<file path="config.mk">
export PLATFORM = sky130hd
export DESIGN_NAME = resultUnit
export DESIGN_NICKNAME = d
export VERILOG_FILES = /design/src/corePkg.sv /design/src/resultUnit.sv
export SDC_FILE = /design/constraint.sdc
export NUM_CORES = 1
export LEC_CHECK = 0
export BUFFER_PORTS_ARGS = -buffer_cell sky130_fd_sc_hd__buf_2
export CORE_AREA = 2 2 83 85
export DETAILED_ROUTE_END_ITERATION = 10
export DIE_AREA = 0 0 85 87
export MAX_ROUTING_LAYER = met4
export PLACE_DENSITY = 0.63
export REMOVE_ABC_BUFFERS = 1
export SLEW_MARGIN = 15
export SYNTH_ARGS = -nofsm -noshare
export SYNTH_HDL_FRONTEND = slang
export SYNTH_SLANG_ARGS = --single-unit
export TNS_END_PERCENT = 50
</file>
<file path="constraint.sdc">
create_clock -name vclk -period 1.6
set_input_delay 0.32 -clock vclk [all_inputs]
set_output_delay 0.32 -clock vclk [all_outputs]
set_load 0.005 [all_outputs]
</file>
<file path="src/corePkg.sv">
package corePkg;

    // Data and address width, fixed by the instruction encoding
    localparam int XLEN = 32;
    localparam int NumRegs = 32;
    localparam int A0Index = 10;
    localparam int RegIdxW = $clog2(NumRegs);
    localparam int ImmW = 14;

    typedef logic [XLEN-1:0] word_t;
    typedef logic [RegIdxW-1:0] regIdx_t;

    // Opcode in bits 31..28, all other codes behave as OpNop
    typedef enum logic [3:0] {
        OpNop    = 4'h0,
        OpAlu    = 4'h1,
        OpAluImm = 4'h2,
        OpBeq    = 4'h3,
        OpJal    = 4'h4
    } opcode_e;

    // ALU operation in bits 13..10, unused codes add
    typedef enum logic [3:0] {
        AluAdd  = 4'h0,
        AluSub  = 4'h1,
        AluAnd  = 4'h2,
        AluOr   = 4'h3,
        AluXor  = 4'h4,
        AluSlt  = 4'h5,
        AluSltu = 4'h6,
        AluSll  = 4'h7,
        AluSrl  = 4'h8,
        AluSra  = 4'h9
    } aluOp_e;

    typedef struct packed {
        opcode_e        opcode;
        logic [8:0]     unused;
        regIdx_t        rs2;
        aluOp_e         aluOp;
        regIdx_t        rs1;
        regIdx_t        rd;
    } rForm_t;

    typedef struct packed {
        opcode_e        opcode;
        logic [ImmW-1:0] imm;
        aluOp_e         aluOp;
        regIdx_t        rs1;
        regIdx_t        rd;
    } iForm_t;

    // Same word, register form or immediate form
    typedef union packed {
        rForm_t rForm;
        iForm_t iForm;
    } instr_u;

    typedef struct packed {
        logic    valid;
        word_t   pc;
        opcode_e opcode;
        aluOp_e  aluOp;
        logic    useImm;
        logic    regWrite;
        regIdx_t rs1;
        regIdx_t rs2;
        regIdx_t rd;
        word_t   opA;
        word_t   opB;
        word_t   imm;
    } decoded_t;

    typedef struct packed {
        logic    valid;
        word_t   pc;
        regIdx_t rd;
        logic    regWrite;
        logic    isLink;
        word_t   aluResult;
        word_t   linkAddr;
    } exResult_t;

    typedef struct packed {
        logic    we;
        regIdx_t addr;
        word_t   data;
    } regWrite_t;

    typedef struct packed {
        logic    valid;
        word_t   pc;
        regIdx_t rd;
        logic    we;
        word_t   data;
    } retire_t;

endpackage

</file>
<file path="src/resultUnit.sv">
`timescale 1ns/1ps

module resultUnit import corePkg::*; (
    input  exResult_t exr,
    output regWrite_t wr,
    output retire_t   retire
);

    word_t resultData;
    logic  writeEn;

    // Jumps write the link address, everything else the ALU result
    assign resultData = exr.isLink ? exr.linkAddr : exr.aluResult;

    // Register 0 is never written
    assign writeEn = exr.valid && exr.regWrite && (exr.rd != '0);

    always_comb begin
        wr.we   = writeEn;
        wr.addr = exr.rd;
        wr.data = resultData;
    end

    // Every valid instruction retires, branches too
    always_comb begin
        retire.valid = exr.valid;
        retire.pc    = exr.pc;
        retire.rd    = exr.rd;
        retire.we    = writeEn;
        retire.data  = resultData;
    end

endmodule

</file>
==> flow_summary.ini <==
[floorplanning]
die_height_um = 87
horiz_die_dim_um = 85
ports = 213
num_rows = 30
fp.coreArea_um2 = 6569
start_util_pct = 15.16
die_area_um2 = 7395

[final_layout]
final_area_um2 = 1242
finish.utilization_pct = 18.91
antenna-diode-count = 0
drive_gt1_share_pct = 97.83
final_nets = 290
clock_buffer_count = 0
multiInputGateArea_um2 = 376.6
sequential_cell_total = 0
filler_cell_count = 740
layout.cells.non_filler = 264
area.growth.synth_to_final_pct = 24.75
seqCellArea_um2 = 0

[setup_path]
criticalPathCategory = primary input to primary output
worst_path_largest_cell_delay_ns = 0.36
largest_delay_share_family_worst_path = simple AND/OR/NAND/NOR gates
worstSetupPathDepth = 4
crit_fanout = 3
timing.critical_path.to = wr[37]
critPathRequiredTime_ns = 1.28
critPathLaunch = exr[67]
crit_slowest_cell = sky130_fd_sc_hd__or3_1
setup.worst_path.end_class = primary output
critical_path.startpoint_type = primary input
timing.critical_path.arrival_ns = 1.24
critical_path.n_buffers_inverters = 2
worstPathCellList = buf_2 -> or3_1 -> o311a_1 -> buf_2
cp_common_cell = sky130_fd_sc_hd__buf_2

[timing]
fin_crit_ns = 1.556
tightest_slew_ns = 0.1726
timing_max_transition_violations_final = 0
setup-tns-final_ns = 0
slew-limit-headroom_pct = 88.49
final-setup-viol-count = 0
rsz0062_at_grt = false
final_hold_viol_count = 0
post-route-worst-setup-slack_ns = 0.04413
timing.hold.ws_ns = 0.6400
timing.fmax_mhz = 642.7
finalCritPeriodShare_pct = 97.24

[synth]
synthesis.instances = 115
synth.avg_cell_area_um2 = 8.660
synth_warnings = 0
ys_seq_area_share_pct = 0
syn-cell-area_um2 = 996.0
ys_types = 8

[power_and_ir_drop]
power.leakage_nw = 0.7272
total_power_mw = 0.3624
power.combinational.fraction_pct = 100.0
share_seq_of_total_power_pct = 0
clock_share_of_power_pct = 0
ir_worst_vdd_uv = 113.0
power.switching_fraction_pct = 40.71
net-switching-power_mw = 0.1475
power.density_nw_per_um2 = 291.7
cell_internal_pwr_mw = 0.2148

[global_route]
grt_pass1_vias = 910
global_route.overflow_total = 0
global_route.usage.total_pct = 9.864
grt_first_pass_wirelength_mm = 5.313
grt_antenna_before_repair = 0
grt_start_max_net_pins = 33

[place]
postPlaceCellArea_um2 = 1242
placed_cells = 264
dpl_wire_length_mm = 3.797
place_congestion = 0.7666
preCtsSetupSlack_ns = 0.04704
buffer_ports.inserted = 149

[clock_tree]
post_cts.repair.setup_buffers = 0
postCtsResizedCells = 0
cts-hold-fix-buffers = 0

[routing]
post_drt_via_cell_ratio = 3.731
detail_route.first_pass.iterations = 3
vias = 985
final_wirelength_mm = 4.164
detail-route-antenna-nets = 0
drtIter0Drc = 31
detail_route.drc_violations = 0
wl_per_cell_um = 15.77

[worst_hold_path]
timing.hold.worst.class = primary input to primary output

[run_status]
status = completed

[flow_run]
cap_viol_max_count = 0
[how the worst min path moves through the flow]
stage	startpoint	end	slack, ns	cells past startpoint
final	exr[98]	retire[65]	0.64	0
after global routing	exr[102]	retire[69]	0.64	0
after CTS	exr[98]	retire[65]	0.64	0
after global placement	exr[98]	retire[65]	0.64	0
after floorplan	exr[66]	retire[33]	0.64	0
after detailed placement	exr[98]	retire[65]	0.64	0
[cell type report]
type                       count  share of cell area (%)
multi-input combinational     34                   30.31
timing repair buffer         150                   61.63
tap                           80                   8.056
[layout by cell type (no fill, tap or decap)]
cell type	netlist	routed
sky130_fd_sc_hd__buf_12	0	1
sky130_fd_sc_hd__mux2_1	2	2
sky130_fd_sc_hd__or3_1	1	1
sky130_fd_sc_hd__o311a_1	1	1
sky130_fd_sc_hd__mux2_2	30	30
sky130_fd_sc_hd__buf_2	0	149
[cells in the mapped netlist]
| library cell | count | area, um^2 |
|---|---|---|
| sky130_fd_sc_hd__buf_4 | 77 | 578.1 |
| sky130_fd_sc_hd__buf_6 | 2 | 22.52 |
| sky130_fd_sc_hd__clkbuf_2 | 1 | 5.000 |
| sky130_fd_sc_hd__clkbuf_8 | 1 | 13.76 |
| sky130_fd_sc_hd__mux2_1 | 2 | 22.52 |
| sky130_fd_sc_hd__mux2_2 | 30 | 337.8 |
| sky130_fd_sc_hd__o311a_1 | 1 | 10.01 |
| sky130_fd_sc_hd__or3_1 | 1 | 6.260 |
[power groups by stage]
stage,Clock [mW],Sequential (mW),Combinational (mW)
after floorplan,0,0,0.111
after global placement,0,0,0.363
after detailed placement,0,0,0.364
after CTS,0,0,0.367
after global routing,0,0,0.397
final,0,0,0.362
[cells by family after synthesis]
group                  count (synthesis)  share of synthesized area, %
buffers and inverters                 81                         62.18
muxes                                 32                         36.18
AOI/OAI and AO/OA                      1                         1.005
and+or+nand+nor                        1                        0.6285
[metal layers]
metal	GRT usage (%)	part of all wire, %
met3	8.436	19
met5	-	0
met4	0	0
met1	13.83	42
met2	10.80	39
Power figures use the tool's default switching activity.
