## src/corePkg.sv

```systemverilog
package corePkg;

    // Data and address width, fixed by the instruction encoding
    localparam int XLEN = 32;
    localparam int NumRegs = 32;
    localparam int A0Index = 10;
    localparam int RegIdxW = $clog2(NumRegs);
    localparam int ImmW = 14;

    typedef logic [XLEN-1:0] word_t;
    typedef logic [RegIdxW-1:0] regIdx_t;

    // Opcode in bits 31..28, all other codes behave as OpNop
    typedef enum logic [3:0] {
        OpNop    = 4'h0,
        OpAlu    = 4'h1,
        OpAluImm = 4'h2,
        OpBeq    = 4'h3,
        OpJal    = 4'h4
    } opcode_e;

    // ALU operation in bits 13..10, unused codes add
    typedef enum logic [3:0] {
        AluAdd  = 4'h0,
        AluSub  = 4'h1,
        AluAnd  = 4'h2,
        AluOr   = 4'h3,
        AluXor  = 4'h4,
        AluSlt  = 4'h5,
        AluSltu = 4'h6,
        AluSll  = 4'h7,
        AluSrl  = 4'h8,
        AluSra  = 4'h9
    } aluOp_e;

    typedef struct packed {
        opcode_e        opcode;
        logic [8:0]     unused;
        regIdx_t        rs2;
        aluOp_e         aluOp;
        regIdx_t        rs1;
        regIdx_t        rd;
    } rForm_t;

    typedef struct packed {
        opcode_e        opcode;
        logic [ImmW-1:0] imm;
        aluOp_e         aluOp;
        regIdx_t        rs1;
        regIdx_t        rd;
    } iForm_t;

    // Same word, register form or immediate form
    typedef union packed {
        rForm_t rForm;
        iForm_t iForm;
    } instr_u;

    typedef struct packed {
        logic    valid;
        word_t   pc;
        opcode_e opcode;
        aluOp_e  aluOp;
        logic    useImm;
        logic    regWrite;
        regIdx_t rs1;
        regIdx_t rs2;
        regIdx_t rd;
        word_t   opA;
        word_t   opB;
        word_t   imm;
    } decoded_t;

    typedef struct packed {
        logic    valid;
        word_t   pc;
        regIdx_t rd;
        logic    regWrite;
        logic    isLink;
        word_t   aluResult;
        word_t   linkAddr;
    } exResult_t;

    typedef struct packed {
        logic    we;
        regIdx_t addr;
        word_t   data;
    } regWrite_t;

    typedef struct packed {
        logic    valid;
        word_t   pc;
        regIdx_t rd;
        logic    we;
        word_t   data;
    } retire_t;

endpackage

```

## src/regFile.sv

```systemverilog
`timescale 1ns/1ps

module regFile import corePkg::*; (
    input  logic      clk,
    input  logic      rstN,
    input  regIdx_t   rdAddrA,
    input  regIdx_t   rdAddrB,
    output word_t     rdDataA,
    output word_t     rdDataB,
    input  regWrite_t wr,
    output word_t     a0
);

    word_t regs [NumRegs];

    // Register 0 reads zero and a same-cycle write passes straight through
    function automatic word_t readPort(regIdx_t addr, word_t stored, regWrite_t w);
        word_t value;
        if (addr == '0) begin
            value = '0;
        end else if (w.we && w.addr == addr) begin
            value = w.data;
        end else begin
            value = stored;
        end
        return value;
    endfunction

    always_ff @(posedge clk) begin
        if (!rstN) begin
            for (int i = 0; i < NumRegs; i++) begin
                regs[i] <= '0;
            end
        end else if (wr.we) begin
            regs[wr.addr] <= wr.data;
        end
    end

    assign rdDataA = readPort(rdAddrA, regs[rdAddrA], wr);
    assign rdDataB = readPort(rdAddrB, regs[rdAddrB], wr);
    assign a0      = regs[A0Index];

endmodule

```

## config.mk

```make
export PLATFORM = sky130hd
export DESIGN_NAME = regFile
export DESIGN_NICKNAME = d
export VERILOG_FILES = /design/src/corePkg.sv /design/src/regFile.sv
export SDC_FILE = /design/constraint.sdc
export NUM_CORES = 2
export LEC_CHECK = 0
export ABC_AREA = 1
export BUFFER_PORTS_ARGS = -buffer_cell sky130_fd_sc_hd__buf_2
export CORE_AREA = 2 2 325 408
export CTS_BUF_LIST = sky130_fd_sc_hd__clkbuf_16
export CTS_CLUSTER_SIZE = 28
export DETAILED_ROUTE_END_ITERATION = 7
export DIE_AREA = 0 0 327 410
export HOLD_SLACK_MARGIN = 0.05
export PLACE_DENSITY = 0.66
export SLEW_MARGIN = 20
export SYNTH_ARGS = -nofsm -noshare
export SYNTH_HDL_FRONTEND = slang
export SYNTH_SLANG_ARGS = --single-unit
```

## constraint.sdc

```tcl
create_clock -name clk -period 3.41 [get_ports clk]
set_clock_uncertainty 0.2 [all_clocks]
set_input_delay 0.1705 -clock clk [delete_from_list [all_inputs] [get_ports clk]]
set_output_delay 0.1705 -clock clk [all_outputs]
set_load 0.05 [all_outputs]
```

==> impl_metrics.env <==
export IMPL_rows=149
export IMPL_critPathMaxStageDelay_ps=690
export IMPL_route_detailed_drc=0
export IMPL_fp_dieW_um=327
export IMPL_start_util_pct=44.56
export IMPL_muxShareOfSynthArea_pct=0
export IMPL_critical_path_top_delay_family="buffers and inverters"
export IMPL_grt_usage_pct=32.12
export IMPL_yosysTopAreaCell="edfxtp_1"
export IMPL_htree_levels=3
export IMPL_syn_area_per_cell_um2=7.815
export IMPL_setup_tns_final_ps=0
export IMPL_antenna_found_initial=12
export IMPL_dp_hpwl_um=130000
export IMPL_synth_cells=7451
export IMPL_synth_simple_area_share_pct=30.45
export IMPL_die_y_um=410
export IMPL_crit_type="primary input to output port"
export IMPL_synthDistinctLibCells=24
export IMPL_first_pass_iters=7
export IMPL_ys_seq_elements=1024
export IMPL_hold_viol_final=0
export IMPL_cp_required_ps=3040
export IMPL_synth_top_family_by_area="simple AND/OR/NAND/NOR gates"
export IMPL_p_per_area_nw_per_um2=482.0
export IMPL_synth_adder_area_share_pct=0
export IMPL_grt_pass1_wl_um=322600
export IMPL_cpMaxStageDelayCell="buf_4"
export IMPL_tritoncts="built"
export IMPL_p_total_mw=31.10
export IMPL_synth_compound_area_share_pct=8.077
export IMPL_yosysWarnings=0
export IMPL_path_clk_slew_ps=60
export IMPL_viasPerCell=5.973
export IMPL_largest_register="regs"
export IMPL_path_buf_inv=3
export IMPL_synthTopCellsByArea="edfxtp_1 (53%), nand2_1 (12%), nand3_1 (9.2%), nor2_1 (8.8%), inv_1 (4.0%)"
export IMPL_hold_class="primary input to flip-flop"
export IMPL_p_leak_nw=27.37
export IMPL_post_cts_buffers=0
export IMPL_nets=7332
export IMPL_cp_cell_sequence="buf_4 > buf_4 > nand3_1 > nand2_1 > nand2_1 > a21oi_1 > buf_12"
export IMPL_overflow=0
export IMPL_path_max_fanout=35
export IMPL_ir_worst_vdd_mv=0.4337
export IMPL_clockBufferDepth=3
export IMPL_layout_drive_gt1_share_pct=8.296
export IMPL_clock_sinks=1024
export IMPL_syn_cell_area_um2=58230
export IMPL_avgRoutedWirePerCell_um=24.32
export IMPL_drt_iter0_drc=8327
export IMPL_port_buffers=145
export IMPL_syn_num_nets=7501
export IMPL_relSlewSlack_pct=25.52
export IMPL_io_pins=146
export IMPL_worst_pin_slew_ps=1110
export IMPL_drv_cap=0
export IMPL_cp_end_kind="output port"
export IMPL_fin_crit_ps=3036
export IMPL_rsz0062_at_grt="false"
export IMPL_grt_max_degree=170
export IMPL_fin_crit_sh_pct=89.05
export IMPL_crit_path_start_kind="primary input"
export IMPL_ys_seq_area_share_pct=52.81
export IMPL_num_vias=54380
export IMPL_clockRootBuffer="clkbuf_16"
export IMPL_cts_made_buffers=103
export IMPL_maxSlewViolCount=0
export IMPL_largest_reg_flops=1024
export IMPL_synth_top_area_share_pct=52.81
export IMPL_reg_largest_list="regs (1024)"
export IMPL_gp_congestion=0.9132
export IMPL_worstPathArrival_ps=2670
export IMPL_core_um2=130700
export IMPL_ant_nets=0
export IMPL_yosys_area_share_xor_xnor_pct=0.03008
export IMPL_fmax_mhz=329.3
export IMPL_finalSetupViolations=0
export IMPL_die_area_um2=134100
export IMPL_grt_pass1_vias=51120
export IMPL_drt_wl_total_um=221400
export IMPL_area_growth_pct=10.81
export IMPL_status="complete, no violations"
## final timing paths
| check | startpoint | slack [ps] | end | depth (start not counted) |
|---|---|---|---|---|
| hold / removal | wr[10] | 70 | regs[29][10] | 3 |
| setup / recovery | rdAddrA[3] | 370 | rdDataA[12] | 7 |
## Yosys cell counts
cell,n
buf_4,15
o22ai_1,5
nand2_1,1798
edfxtp_1,1024
o21ai_0,368
clkinv_1,2
nor3_2,4
inv_1,616
o21ai_1,18
a21oi_1,264
nand4_1,2
clkbuf_1,395
xor2_1,2
buf_2,175
clkbuf_2,1
nor2_1,1366
buf_1,58
inv_2,5
or2_2,59
nor2_2,1
o211ai_1,188
a21boi_0,1
nand3_1,1075
nor3_1,9
## cell type report
class	count	area [µm²]
diodes	3	7.507
clock buffers	104	2603
clock inverters	84	653.1
fillers	12120	66160
inverters	623	2367
multi-input cells	5160	22570
flip-flops and latches	1024	30750
well taps	1736	2172
repair buffers	370	3412
## report_power, final
part / leakage (nW) / internal (mW) / switching, mW
registers: 9.74 / 14.5 / 0.303
logic: 16.0 / 1.31 / 3.68
clock network: 1.66 / 6.14 / 5.15
total: 27.4 / 22.0 / 9.14
## kinds of logic after synthesis
family	count (synthesis)
simple gates	4314
buf+inv	1267
flops	1024
compound gates	844
xor+xnor	2
## repair_timing
item | 4_1_cts | 5_1_grt
hold endpoints to repair | 456 | 223
hold buffers | 21 | 7
gates resized for setup | 0 | 0
## cell usage in the layout, fill, tap and decap left out
cell type / instances
a21boi_0: 1
a21oi_1: 264
buf_12: 68
buf_2: 125
buf_4: 145
buf_6: 1
buf_8: 3
bufinv_16: 8
clkbuf_16: 104
clkinv_1: 25
clkinv_2: 23
clkinv_4: 2
clkinv_8: 5
clkinvlp_4: 6
diode_2: 3
dlygate4sd3_1: 28
edfxtp_1: 1024
inv_1: 618
inv_2: 14
inv_4: 2
inv_6: 1
inv_8: 3
nand2_1: 1764
nand2_2: 34
nand3_1: 1073
nand3_2: 1
nand3_4: 1
nand4_1: 2
nor2_1: 1365
nor2_4: 2
nor3_1: 9
nor3_2: 4
o211ai_1: 188
o21ai_0: 368
o21ai_1: 18
o22ai_1: 5
or2_2: 59
xor2_1: 2
## layer usage
| metal | part of all wire [%] | vias to the layer above | wire length (µm) | global-route usage, % |
|---|---|---|---|---|
| met5 | 0.046 | - | 102 | 0 |
| met3 | 13 | 876 | 29240 | 7.841 |
| met4 | 6.6 | 14 | 14500 | 19.72 |
| li1 | - | 24080 | - | - |
| met2 | 45 | 4044 | 98650 | 49.60 |
| met1 | 36 | 25370 | 78880 | 40.64 |
## metrics by stage
step	area, µm²	hold WS (ps)	util (%)	setup WS (ps)	instances
floorplan	58230	221.1	-	967.4	7451
global placement	60990	573.6	46.67	540.5	8885
detailed placement	60990	574.9	46.67	564.4	8885
CTS	64450	74.48	49.32	479.7	9094
global route	64530	93.38	49.38	324.7	9103
finish	64530	74.38	49.38	373.5	9104
Power figures use the tool's default switching activity.
