### config.mk
export PLATFORM = sky130hd
export DESIGN_NAME = decodeUnit
export DESIGN_NICKNAME = d
export VERILOG_FILES = /design/src/corePkg.sv /design/src/decodeUnit.sv
export SDC_FILE = /design/constraint.sdc
export NUM_CORES = 1
export LEC_CHECK = 0
export BUFFER_PORTS_ARGS = -buffer_cell sky130_fd_sc_hd__buf_2
export CAP_MARGIN = 20
export CORE_MARGIN = 2
export CORE_UTILIZATION = 30
export CTS_CLUSTER_DIAMETER = 80
export DETAILED_ROUTE_END_ITERATION = 8
export PLACE_DENSITY = 0.61
export SYNTH_ARGS = -nofsm -noshare
export SYNTH_HDL_FRONTEND = slang
export SYNTH_SLANG_ARGS = --single-unit
### constraint.sdc
create_clock -name clk -period 1.7 [get_ports clk]
set_input_delay 0.34 -clock clk [delete_from_list [all_inputs] [get_ports clk]]
set_output_delay 0.34 -clock clk [all_outputs]
set_load 0.01 [all_outputs]
### src/corePkg.sv
package corePkg;

    // Data and address width, fixed by the instruction encoding
    localparam int XLEN = 32;
    localparam int NumRegs = 32;
    localparam int A0Index = 10;
    localparam int RegIdxW = $clog2(NumRegs);
    localparam int ImmW = 14;

    typedef logic [XLEN-1:0] word_t;
    typedef logic [RegIdxW-1:0] regIdx_t;

    // Opcode in bits 31..28, all other codes behave as OpNop
    typedef enum logic [3:0] {
        OpNop    = 4'h0,
        OpAlu    = 4'h1,
        OpAluImm = 4'h2,
        OpBeq    = 4'h3,
        OpJal    = 4'h4
    } opcode_e;

    // ALU operation in bits 13..10, unused codes add
    typedef enum logic [3:0] {
        AluAdd  = 4'h0,
        AluSub  = 4'h1,
        AluAnd  = 4'h2,
        AluOr   = 4'h3,
        AluXor  = 4'h4,
        AluSlt  = 4'h5,
        AluSltu = 4'h6,
        AluSll  = 4'h7,
        AluSrl  = 4'h8,
        AluSra  = 4'h9
    } aluOp_e;

    typedef struct packed {
        opcode_e        opcode;
        logic [8:0]     unused;
        regIdx_t        rs2;
        aluOp_e         aluOp;
        regIdx_t        rs1;
        regIdx_t        rd;
    } rForm_t;

    typedef struct packed {
        opcode_e        opcode;
        logic [ImmW-1:0] imm;
        aluOp_e         aluOp;
        regIdx_t        rs1;
        regIdx_t        rd;
    } iForm_t;

    // Same word, register form or immediate form
    typedef union packed {
        rForm_t rForm;
        iForm_t iForm;
    } instr_u;

    typedef struct packed {
        logic    valid;
        word_t   pc;
        opcode_e opcode;
        aluOp_e  aluOp;
        logic    useImm;
        logic    regWrite;
        regIdx_t rs1;
        regIdx_t rs2;
        regIdx_t rd;
        word_t   opA;
        word_t   opB;
        word_t   imm;
    } decoded_t;

    typedef struct packed {
        logic    valid;
        word_t   pc;
        regIdx_t rd;
        logic    regWrite;
        logic    isLink;
        word_t   aluResult;
        word_t   linkAddr;
    } exResult_t;

    typedef struct packed {
        logic    we;
        regIdx_t addr;
        word_t   data;
    } regWrite_t;

    typedef struct packed {
        logic    valid;
        word_t   pc;
        regIdx_t rd;
        logic    we;
        word_t   data;
    } retire_t;

endpackage

### src/decodeUnit.sv
`timescale 1ns/1ps

module decodeUnit import corePkg::*; (
    input  logic     clk,
    input  logic     rstN,
    input  instr_u   instr,
    input  word_t    pc,
    input  logic     valid,
    input  logic     flush,
    output regIdx_t  rdAddrA,
    output regIdx_t  rdAddrB,
    input  word_t    rdDataA,
    input  word_t    rdDataB,
    output decoded_t dec
);

    decoded_t decNext;
    word_t    immExt;
    regIdx_t  rs2Idx;

    // Sign-extend the 14-bit immediate field
    assign immExt = {{(XLEN-ImmW){instr.iForm.imm[ImmW-1]}}, instr.iForm.imm};

    // A branch compares rs1 against the register named in rd
    assign rs2Idx  = (instr.rForm.opcode == OpBeq) ? instr.rForm.rd : instr.rForm.rs2;
    assign rdAddrA = instr.rForm.rs1;
    assign rdAddrB = rs2Idx;

    always_comb begin
        decNext          = '0;
        decNext.valid    = valid && !flush;
        decNext.pc       = pc;
        decNext.opcode   = OpNop;
        decNext.aluOp    = AluAdd;
        decNext.useImm   = 1'b0;
        decNext.regWrite = 1'b0;
        decNext.rs1      = instr.rForm.rs1;
        decNext.rs2      = rs2Idx;
        decNext.rd       = instr.rForm.rd;
        decNext.opA      = rdDataA;
        decNext.opB      = rdDataB;
        decNext.imm      = immExt;

        case (instr.rForm.opcode)
            OpAlu: begin
                decNext.opcode   = OpAlu;
                decNext.aluOp    = instr.rForm.aluOp;
                decNext.regWrite = 1'b1;
            end
            OpAluImm: begin
                decNext.opcode   = OpAluImm;
                decNext.aluOp    = instr.iForm.aluOp;
                decNext.useImm   = 1'b1;
                decNext.regWrite = 1'b1;
            end
            OpBeq: begin
                decNext.opcode = OpBeq;
            end
            OpJal: begin
                decNext.opcode   = OpJal;
                decNext.regWrite = 1'b1;
            end
            default: begin
                // Unknown codes retire as no-operation
                decNext.opcode = OpNop;
            end
        endcase
    end

    // Decode to execute register, only valid is cleared on reset
    always_ff @(posedge clk) begin
        if (!rstN) begin
            dec.valid <= 1'b0;
        end else begin
            dec <= decNext;
        end
    end

endmodule

==> impl_metrics.xml, run 1 <==
<?xml version="1.0" encoding="UTF-8"?>
<metrics>
  <group name="run_status">
    <metric name="run_status" unit="">completed</metric>
  </group>
  <group name="synth">
    <metric name="synth_mux_area_frac" unit="">0.01673</metric>
    <metric name="ffs_latches_synth" unit="">135</metric>
    <metric name="synth_xor_xnor_area_share" unit="">0.003903</metric>
    <metric name="synthAdderAreaFrac" unit="">0</metric>
    <metric name="synth_seq_area_share" unit="">0.9010</metric>
    <metric name="post_synthesis_cell_type_count" unit="">17</metric>
    <metric name="synth_compound_area_frac" unit="">0.003345</metric>
    <metric name="syn-cell-area" unit="um2">4488</metric>
    <metric name="syn-instance-count" unit="">188</metric>
    <metric name="synthesis.nets" unit="">320</metric>
    <metric name="synthSimpleGateAreaFrac" unit="">0.02007</metric>
    <metric name="ys_warn_count" unit="">0</metric>
    <metric name="synthesis.area_per_instance" unit="um2">23.87</metric>
    <metric name="synth_top_family_by_area" unit="">buffers and inverters</metric>
  </group>
  <group name="setup_path">
    <metric name="worstSetupPathType" unit="">in2out</metric>
    <metric name="crit_fanout" unit="">5</metric>
    <metric name="critical_path.startpoint_type" unit="">input pin</metric>
    <metric name="worst_ep_required_time" unit="ps">1360</metric>
    <metric name="arrival" unit="ps">1330</metric>
    <metric name="critPathCaptureType" unit="">output pin</metric>
  </group>
  <group name="global_route">
    <metric name="largest_net_degree_at_the_start_of_global_routing" unit="">46</metric>
    <metric name="antenna_found_initial" unit="">0</metric>
    <metric name="gr-total-overflow" unit="">0</metric>
    <metric name="first_global_vias" unit="">2853</metric>
    <metric name="track_usage" unit="">0.1293</metric>
    <metric name="grt_pass1_wl" unit="mm">15.21</metric>
  </group>
  <group name="placement">
    <metric name="dp_hpwl" unit="mm">8.199</metric>
    <metric name="buffer_ports.inserted" unit="">294</metric>
    <metric name="dp_cells" unit="">642</metric>
    <metric name="detailed_place.area" unit="um2">6042</metric>
    <metric name="gp_routability_congestion" unit="">0.7383</metric>
  </group>
  <group name="layout">
    <metric name="fin_area" unit="um2">6674</metric>
    <metric name="largest_reg_flops" unit="">135</metric>
    <metric name="leading_cell_type_in_the_layout_fill_and_taps_excluded" unit="">sky130_fd_sc_hd__buf_2</metric>
    <metric name="most-common-layout-cells" unit="">sky130_fd_sc_hd__buf_2 (293), sky130_fd_sc_hd__edfxtp_1 (134), sky130_fd_sc_hd__clkbuf_16 (17)</metric>
    <metric name="drive_above_1_share" unit="">0.6884</metric>
    <metric name="final-instance-count-excl-fill" unit="">675</metric>
    <metric name="num-nets-final" unit="">610</metric>
    <metric name="num_antenna_cells" unit="">0</metric>
    <metric name="registers.top_by_ff_count" unit="">dec</metric>
    <metric name="multiInputGateArea" unit="um2">201.4</metric>
    <metric name="syn2layout_area_growth" unit="%">48.70</metric>
    <metric name="regArea" unit="um2">4044</metric>
    <metric name="fillers" unit="">1288</metric>
    <metric name="reg_top3" unit="">dec (135)</metric>
  </group>
  <group name="timing">
    <metric name="timing_max_transition_violations_final" unit="">0</metric>
    <metric name="final_hold_viol_count" unit="">0</metric>
    <metric name="setup-tns-final" unit="ps">0</metric>
    <metric name="post-route-period-util" unit="">0.9808</metric>
    <metric name="finalSetupViolations" unit="">0</metric>
    <metric name="rsz0062_at_grt" unit="">no</metric>
    <metric name="finalHoldWorstSlack" unit="ps">98.48</metric>
    <metric name="fmax" unit="MHz">599.7</metric>
    <metric name="period_minus_slack" unit="ps">1667</metric>
  </group>
  <group name="route">
    <metric name="drt_wl_total" unit="mm">10.64</metric>
    <metric name="post_drt_wl_per_cell" unit="um">15.76</metric>
    <metric name="firstDrtPassIters" unit="">4</metric>
    <metric name="initialDrtViolationCount" unit="">150</metric>
    <metric name="drcViolationCount" unit="">0</metric>
    <metric name="vias" unit="">2810</metric>
    <metric name="detail-route-antenna-nets" unit="">0</metric>
    <metric name="detail_route.vias_per_cell" unit="">4.163</metric>
  </group>
  <group name="clocking">
    <metric name="ctsResizeCount" unit="">0</metric>
    <metric name="numCtsBuffers" unit="">17</metric>
    <metric name="clock_tree.root_cell" unit="">sky130_fd_sc_hd__clkbuf_16</metric>
    <metric name="post_cts_setup_driven_buffer_insertion_count" unit="">0</metric>
    <metric name="deepest_level_of_the_cts_h_tree" unit="">4</metric>
    <metric name="clock_tree_from_tritoncts" unit="">done</metric>
    <metric name="cts.hold.buffers_added" unit="">0</metric>
    <metric name="clkSlewWorstSetupHoldPaths" unit="ps">60</metric>
    <metric name="clock-sinks" unit="">135</metric>
    <metric name="clock_path_buffers" unit="">2</metric>
  </group>
  <group name="floorplanning">
    <metric name="dieWidth" unit="um">126.3</metric>
    <metric name="dieHeight" unit="um">126.3</metric>
    <metric name="design.die.area" unit="um2">15950</metric>
    <metric name="ioPinCount" unit="">296</metric>
    <metric name="core_area" unit="um2">14590</metric>
    <metric name="row_count" unit="">44</metric>
    <metric name="start_util" unit="">0.3076</metric>
  </group>
  <group name="min_path">
    <metric name="holdCritPathClass" unit="">in2reg</metric>
  </group>
  <group name="power_and_ir_drop">
    <metric name="design_power_total" unit="mW">8.549</metric>
    <metric name="power.static_leakage" unit="nW">2.907</metric>
    <metric name="power_density" unit="nW/um2">1281</metric>
    <metric name="worst_ir_drop_vdd" unit="mV">0.6080</metric>
  </group>
  <group name="job">
    <metric name="max_cap_viol_count" unit="">0</metric>
  </group>
</metrics>
path summary, 6_finish.rpt:
kind / startpoint / to / slack, ps / cells after the start
worst max-delay path: instr[30] / rdAddrB[0] / 30 / 4
worst min-delay path: pc[19] / dec[140]$_DFFE_PP_ / 100 / 1
stage by stage:
step	setup slack, ps	util
final	32.62	0.4575
after global routing	9.694	0.4575
after CTS	29.78	0.4561
after detailed placement	32.01	0.4142
after global placement	40.37	0.4142
after floorplan	70.62	-
cell usage after synthesis:
library cell               number  area [um2]
sky130_fd_sc_hd__and3b_1        1       8.760
sky130_fd_sc_hd__and4bb_4       1       16.27
sky130_fd_sc_hd__buf_2          2       10.01
sky130_fd_sc_hd__buf_4         29       217.7
sky130_fd_sc_hd__buf_6          1       11.26
sky130_fd_sc_hd__conb_1         1       3.750
sky130_fd_sc_hd__dfxtp_1        1       20.02
sky130_fd_sc_hd__edfxtp_1     134        4024
sky130_fd_sc_hd__inv_1          1       3.750
sky130_fd_sc_hd__mux2_4         5       75.07
sky130_fd_sc_hd__nor2b_1        1       6.260
sky130_fd_sc_hd__nor3b_1        2       15.01
sky130_fd_sc_hd__nor4b_1        5       43.79
sky130_fd_sc_hd__o211a_1        1       10.01
sky130_fd_sc_hd__o21ai_0        1       5.000
sky130_fd_sc_hd__xnor2_1        1       8.760
sky130_fd_sc_hd__xor2_1         1       8.760
worst max-delay path: stages:
cell and delay, ps:
sky130_fd_sc_hd__buf_2 100, sky130_fd_sc_hd__and4bb_4 410, sky130_fd_sc_hd__mux2_4 330, sky130_fd_sc_hd__buf_2 150
logic make-up after synthesis:
kind of cell,count (synthesis)
and+or+nand+nor,10
AOI/OAI and AO/OA,2
DFF,135
other,1
buffers and inverters,33
muxes,5
xor gates and xnor gates,2
final cells by class:
class / count / share of cell area
clock inverters: 14 / 0.02737
well taps: 184 / 0.03450
repair buffers: 303 / 0.2372
multi-input cells: 20 / 0.03018
clock buffers: 18 / 0.06430
inverters: 1 / 0.0005624
flip-flops and latches: 135 / 0.6059
report_power, final:
group          switching [mW]  internal (mW)
clock                    1.33           2.44
combinational           0.418          0.347
sequential             0.0648           3.95
total                    1.81           6.73
layer usage:
layer  GRT usage  part of all wire
met3     0.05441             0.094
met4     0.06464             0.027
met2      0.2122              0.50
met5           0                 0
met1      0.1451              0.38
Note: power is estimated with default switching activity, not from simulation.
==> run 2, diff against run 1 <==
- CORE_ASPECT_RATIO: not set -> 0.9
==> run 2 against run 1 <==
Clock-buffer cell count is 7 higher. Combinational power is 3.3% lower. Hold slack better by 6.1 ps. Cell count is 1.5% higher. Largest cell class unchanged. Setup slack better by 17 ps. Die area hardly changed. Highest routed layer unchanged.
==> impl_metrics.xml, run 2 (same netlist as run 1, synthesis figures left out) <==
<?xml version="1.0" encoding="UTF-8"?>
<metrics>
  <group name="clocking">
    <metric name="clock_path_buffers" unit="">2</metric>
    <metric name="clock_tree.root_cell" unit="">sky130_fd_sc_hd__clkbuf_16</metric>
    <metric name="clock-sinks" unit="">135</metric>
    <metric name="clkSlewWorstSetupHoldPaths" unit="ps">60</metric>
    <metric name="deepest_level_of_the_cts_h_tree" unit="">4</metric>
    <metric name="numCtsBuffers" unit="">17</metric>
    <metric name="cts.hold.buffers_added" unit="">0</metric>
    <metric name="clock_tree_from_tritoncts" unit="">done</metric>
    <metric name="post_cts_setup_driven_buffer_insertion_count" unit="">0</metric>
    <metric name="ctsResizeCount" unit="">0</metric>
  </group>
  <group name="layout">
    <metric name="largest_reg_flops" unit="">135</metric>
    <metric name="drive_above_1_share" unit="">0.6838</metric>
    <metric name="num-nets-final" unit="">606</metric>
    <metric name="post-route-util" unit="">0.4536</metric>
    <metric name="syn2layout_area_growth" unit="%">48.17</metric>
    <metric name="registers.top_by_ff_count" unit="">dec</metric>
    <metric name="reg_top3" unit="">dec (135)</metric>
    <metric name="num_antenna_cells" unit="">0</metric>
    <metric name="leading_cell_type_in_the_layout_fill_and_taps_excluded" unit="">sky130_fd_sc_hd__buf_2</metric>
    <metric name="most-common-layout-cells" unit="">sky130_fd_sc_hd__buf_2 (293), sky130_fd_sc_hd__edfxtp_1 (134), sky130_fd_sc_hd__clkbuf_16 (17)</metric>
  </group>
  <group name="global_route">
    <metric name="largest_net_degree_at_the_start_of_global_routing" unit="">64</metric>
    <metric name="first_global_vias" unit="">2897</metric>
    <metric name="antenna_found_initial" unit="">0</metric>
    <metric name="track_usage" unit="">0.1334</metric>
    <metric name="gr-total-overflow" unit="">0</metric>
    <metric name="grt_pass1_wl" unit="mm">15.61</metric>
  </group>
  <group name="route">
    <metric name="detail_route.vias_per_cell" unit="">4.080</metric>
    <metric name="drt_wl_total" unit="mm">10.57</metric>
    <metric name="drcViolationCount" unit="">0</metric>
    <metric name="firstDrtPassIters" unit="">4</metric>
    <metric name="initialDrtViolationCount" unit="">128</metric>
    <metric name="vias" unit="">2795</metric>
    <metric name="post_drt_wl_per_cell" unit="um">15.43</metric>
    <metric name="detail-route-antenna-nets" unit="">0</metric>
  </group>
  <group name="run_status">
    <metric name="run_status" unit="">completed</metric>
  </group>
  <group name="placement">
    <metric name="place_worst_setup_slack" unit="ps">40.22</metric>
    <metric name="gp_routability_congestion" unit="">0.7066</metric>
    <metric name="buffer_ports.inserted" unit="">294</metric>
    <metric name="dp_hpwl" unit="mm">8.012</metric>
  </group>
  <group name="floorplanning">
    <metric name="ioPinCount" unit="">296</metric>
    <metric name="dieWidth" unit="um">132.9</metric>
    <metric name="start_util" unit="">0.3061</metric>
    <metric name="row_count" unit="">42</metric>
    <metric name="dieHeight" unit="um">120.0</metric>
    <metric name="core_area" unit="um2">14660</metric>
    <metric name="design.die.area" unit="um2">15960</metric>
  </group>
  <group name="power_and_ir_drop">
    <metric name="design_power_total" unit="mW">8.515</metric>
    <metric name="worst_ir_drop_vdd" unit="mV">0.7206</metric>
    <metric name="power.static_leakage" unit="nW">2.882</metric>
    <metric name="power_density" unit="nW/um2">1280</metric>
  </group>
  <group name="min_path">
    <metric name="holdCritPathClass" unit="">in2reg</metric>
    <metric name="min_path_cells" unit="">1</metric>
  </group>
  <group name="timing">
    <metric name="setup-tns-final" unit="ps">0</metric>
    <metric name="finalWorstSetupSlack" unit="ps">49.55</metric>
    <metric name="rsz0062_at_grt" unit="">no</metric>
    <metric name="finalHoldWorstSlack" unit="ps">104.6</metric>
    <metric name="finalSetupViolations" unit="">0</metric>
    <metric name="fmax" unit="MHz">605.9</metric>
    <metric name="timing_max_transition_violations_final" unit="">0</metric>
    <metric name="final_hold_viol_count" unit="">0</metric>
    <metric name="post-route-period-util" unit="">0.9709</metric>
    <metric name="period_minus_slack" unit="ps">1650</metric>
  </group>
  <group name="setup_path">
    <metric name="crit_fanout" unit="">5</metric>
    <metric name="critPathCaptureType" unit="">output pin</metric>
    <metric name="worstSetupPathType" unit="">in2out</metric>
    <metric name="critical_path.startpoint_type" unit="">input pin</metric>
    <metric name="worst_ep_required_time" unit="ps">1360</metric>
    <metric name="arrival" unit="ps">1310</metric>
  </group>
  <group name="job">
    <metric name="max_cap_viol_count" unit="">0</metric>
  </group>
</metrics>
[run 2: changes by cell type in the layout (fill, tap and decap cells not counted), moves of 2 or more]
cell                       change
sky130_fd_sc_hd__clkbuf_8      +4
sky130_fd_sc_hd__buf_4         -3
sky130_fd_sc_hd__clkbuf_1      +3
sky130_fd_sc_hd__clkinv_1      -2
sky130_fd_sc_hd__clkinv_2      -2
sky130_fd_sc_hd__clkinv_4      -2
[run 2: stage by stage]
stage	std cells	cell area, um2
2_1_floorplan	188	4488
3_3_place_gp	653	6037
3_5_place_dp	653	6037
4_1_cts	685	6650
5_1_grt	685	6650
6_report	685	6650
[run 2: worst paths after layout]
path                       start                end  slack [ps]
worst min-delay path  rdDataB[8]  dec[40]$_DFFE_PP_         100
worst max-delay path   instr[30]         rdAddrB[2]          50
[run 2: metal layers]
| metal | GRT usage | wire [um] | part of all wire | vias to the layer above |
|---|---|---|---|---|
| li1 | - | - | - | 1274 |
| met1 | 0.1395 | 3745 | 0.35 | 1334 |
| met2 | 0.2222 | 5467 | 0.52 | 166 |
| met3 | 0.06591 | 1089 | 0.10 | 21 |
| met4 | 0.06922 | 265 | 0.025 | 0 |
| met5 | 0 | 0 | 0 | - |
[run 2: final cells by class]
class	instances	area [um2]
fillers	1331	8011
flip-flops and latches	135	4044
repair buffers	299	1540
clock buffers	25	495.5
well taps	198	247.7
multi-input cells	20	201.4
clock inverters	7	117.6
inverters	1	3.754
[run 2: critical path, stage by stage]
cell                       delay [ps]
sky130_fd_sc_hd__buf_2            100
sky130_fd_sc_hd__and4bb_4         410
sky130_fd_sc_hd__mux2_4           320
sky130_fd_sc_hd__buf_2            140
[run 2: where the power goes]
group          switching, mW  internal (mW)
logic                  0.404          0.335
clock network           1.29           2.46
registers             0.0684           3.95
total                   1.77           6.75
==> run 3, diff against run 2 <==
- CORE_AREA: not set -> 2 2 116 118
- CORE_ASPECT_RATIO: 0.9 -> not set
- CORE_MARGIN: 2 -> not set
- CORE_UTILIZATION: 30 -> not set
- DIE_AREA: not set -> 0 0 118 120
- PLACE_DENSITY: 0.61 -> 0.68
==> run 3 against run 2 <==
Combinational power is 0.7% higher. Clock power hardly changed. First-iteration DRC count is 7.8% higher. Total power hardly changed. Die area is 11% lower. Largest cell class unchanged.
==> impl_metrics.xml, run 3 (same netlist as run 1, synthesis figures left out) <==
<?xml version="1.0" encoding="UTF-8"?>
<metrics>
  <group name="floorplanning">
    <metric name="dieHeight" unit="um">120</metric>
    <metric name="start_util" unit="">0.3458</metric>
    <metric name="dieWidth" unit="um">118</metric>
    <metric name="row_count" unit="">42</metric>
    <metric name="design.die.area" unit="um2">14160</metric>
    <metric name="core_area" unit="um2">12980</metric>
    <metric name="ioPinCount" unit="">296</metric>
  </group>
  <group name="global_route">
    <metric name="first_global_vias" unit="">2894</metric>
    <metric name="track_usage" unit="">0.1432</metric>
    <metric name="largest_net_degree_at_the_start_of_global_routing" unit="">45</metric>
    <metric name="grt_pass1_wl" unit="mm">15.00</metric>
    <metric name="antenna_found_initial" unit="">0</metric>
    <metric name="gr-total-overflow" unit="">0</metric>
  </group>
  <group name="clocking">
    <metric name="deepest_level_of_the_cts_h_tree" unit="">4</metric>
    <metric name="clock_path_buffers" unit="">2</metric>
    <metric name="post_cts_setup_driven_buffer_insertion_count" unit="">0</metric>
    <metric name="cts.hold.buffers_added" unit="">0</metric>
    <metric name="clock_tree.root_cell" unit="">sky130_fd_sc_hd__clkbuf_16</metric>
    <metric name="clkSlewWorstSetupHoldPaths" unit="ps">60</metric>
    <metric name="clock_tree_from_tritoncts" unit="">done</metric>
    <metric name="ctsResizeCount" unit="">0</metric>
    <metric name="clock-sinks" unit="">135</metric>
    <metric name="numCtsBuffers" unit="">17</metric>
  </group>
  <group name="min_path">
    <metric name="hold_path.startpoint" unit="">pc[1]</metric>
    <metric name="holdCritPathClass" unit="">in2reg</metric>
  </group>
  <group name="layout">
    <metric name="leading_cell_type_in_the_layout_fill_and_taps_excluded" unit="">sky130_fd_sc_hd__buf_2</metric>
    <metric name="largest_reg_flops" unit="">135</metric>
    <metric name="num-nets-final" unit="">610</metric>
    <metric name="reg_top3" unit="">dec (135)</metric>
    <metric name="syn2layout_area_growth" unit="%">48.12</metric>
    <metric name="drive_above_1_share" unit="">0.6843</metric>
    <metric name="num_antenna_cells" unit="">0</metric>
    <metric name="most-common-layout-cells" unit="">sky130_fd_sc_hd__buf_2 (293), sky130_fd_sc_hd__edfxtp_1 (134), sky130_fd_sc_hd__clkbuf_16 (17)</metric>
    <metric name="registers.top_by_ff_count" unit="">dec</metric>
    <metric name="fillers" unit="">1129</metric>
  </group>
  <group name="timing">
    <metric name="period_minus_slack" unit="ps">1661</metric>
    <metric name="post-route-period-util" unit="">0.9770</metric>
    <metric name="timing_max_transition_violations_final" unit="">0</metric>
    <metric name="setup-tns-final" unit="ps">0</metric>
    <metric name="rsz0062_at_grt" unit="">no</metric>
    <metric name="finalSetupViolations" unit="">0</metric>
    <metric name="fmax" unit="MHz">602.1</metric>
    <metric name="final_hold_viol_count" unit="">0</metric>
  </group>
  <group name="setup_path">
    <metric name="arrival" unit="ps">1320</metric>
    <metric name="critPathCaptureType" unit="">output pin</metric>
    <metric name="critical_path.slowest_cell" unit="">sky130_fd_sc_hd__and4bb_4</metric>
    <metric name="worst_path_most_repeated_cell" unit="">sky130_fd_sc_hd__buf_2</metric>
    <metric name="crit_fanout" unit="">5</metric>
    <metric name="critical-path-top-delay-family" unit="">simple AND/OR/NAND/NOR gates</metric>
    <metric name="worstSetupPathType" unit="">in2out</metric>
    <metric name="crit_path_max_incr_delay" unit="ps">410</metric>
    <metric name="worst_setup_path_startpoint" unit="">instr[30]</metric>
    <metric name="worst_ep_required_time" unit="ps">1360</metric>
    <metric name="cp_num_buf_inv" unit="">2</metric>
    <metric name="timing.critical_path.cells" unit="">buf_2 -&gt; and4bb_4 -&gt; mux2_4 -&gt; buf_2</metric>
    <metric name="critical_path.startpoint_type" unit="">input pin</metric>
  </group>
  <group name="run_status">
    <metric name="run_status" unit="">completed</metric>
  </group>
  <group name="route">
    <metric name="detail_route.vias_per_cell" unit="">4.217</metric>
    <metric name="vias" unit="">2813</metric>
    <metric name="initialDrtViolationCount" unit="">138</metric>
    <metric name="post_drt_wl_per_cell" unit="um">15.21</metric>
    <metric name="detail-route-antenna-nets" unit="">0</metric>
    <metric name="drt_wl_total" unit="mm">10.15</metric>
    <metric name="firstDrtPassIters" unit="">4</metric>
    <metric name="drcViolationCount" unit="">0</metric>
  </group>
  <group name="placement">
    <metric name="buffer_ports.inserted" unit="">294</metric>
    <metric name="gp_routability_congestion" unit="">0.7624</metric>
    <metric name="dp_hpwl" unit="mm">7.786</metric>
  </group>
  <group name="power_and_ir_drop">
    <metric name="design_power_total" unit="mW">8.518</metric>
    <metric name="worst_ir_drop_vdd" unit="mV">0.5979</metric>
    <metric name="power_density" unit="nW/um2">1281</metric>
    <metric name="power.static_leakage" unit="nW">2.903</metric>
  </group>
  <group name="job">
    <metric name="max_cap_viol_count" unit="">0</metric>
  </group>
</metrics>
[run 3: per-stage QoR]
step | cells | instance area (um2) | setup slack (ps) | utilization | hold slack (ps)
3_3_place_gp | 635 | 6040 | 35.12 | 0.4653 | 516.6
5_1_grt | 667 | 6648 | 12.01 | 0.5121 | 80.67
2_1_floorplan | 188 | 4488 | 70.62 | - | 438.9
3_5_place_dp | 635 | 6040 | 28.83 | 0.4653 | 518.1
6_report | 667 | 6648 | 39.03 | 0.5121 | 96.65
4_1_cts | 667 | 6648 | 28.83 | 0.5121 | 82.17
[run 3: path summary, 6_finish.rpt]
check	cells after the start	to	slack, ps
worst min-delay path	1	dec[122]$_DFFE_PP_	100
worst max-delay path	4	rdAddrB[1]	40
[run 3: layout make-up]
cell class,count,area (um2),area share
clock buffers,23,457.9,0.06889
clock inverters,9,150.1,0.02259
inverters,1,3.754,0.0005647
multi-input cells,20,201.4,0.03030
flip-flops and latches,135,4044,0.6083
well taps,176,220.2,0.03313
repair buffers,303,1570,0.2362
[run 3: power breakdown]
group	internal, mW	switching (mW)
Combinational	0.340	0.404
Clock	2.48	1.27
Sequential	3.95	0.0697
Total	6.78	1.74
[run 3: layer usage]
metal | vias up | GRT usage | wire, um
li1 | 1284 | - | -
met1 | 1341 | 0.1510 | 3753
met2 | 171 | 0.2391 | 5192
met3 | 17 | 0.06892 | 1011
met4 | 0 | 0.07304 | 188
met5 | - | 0 | 0
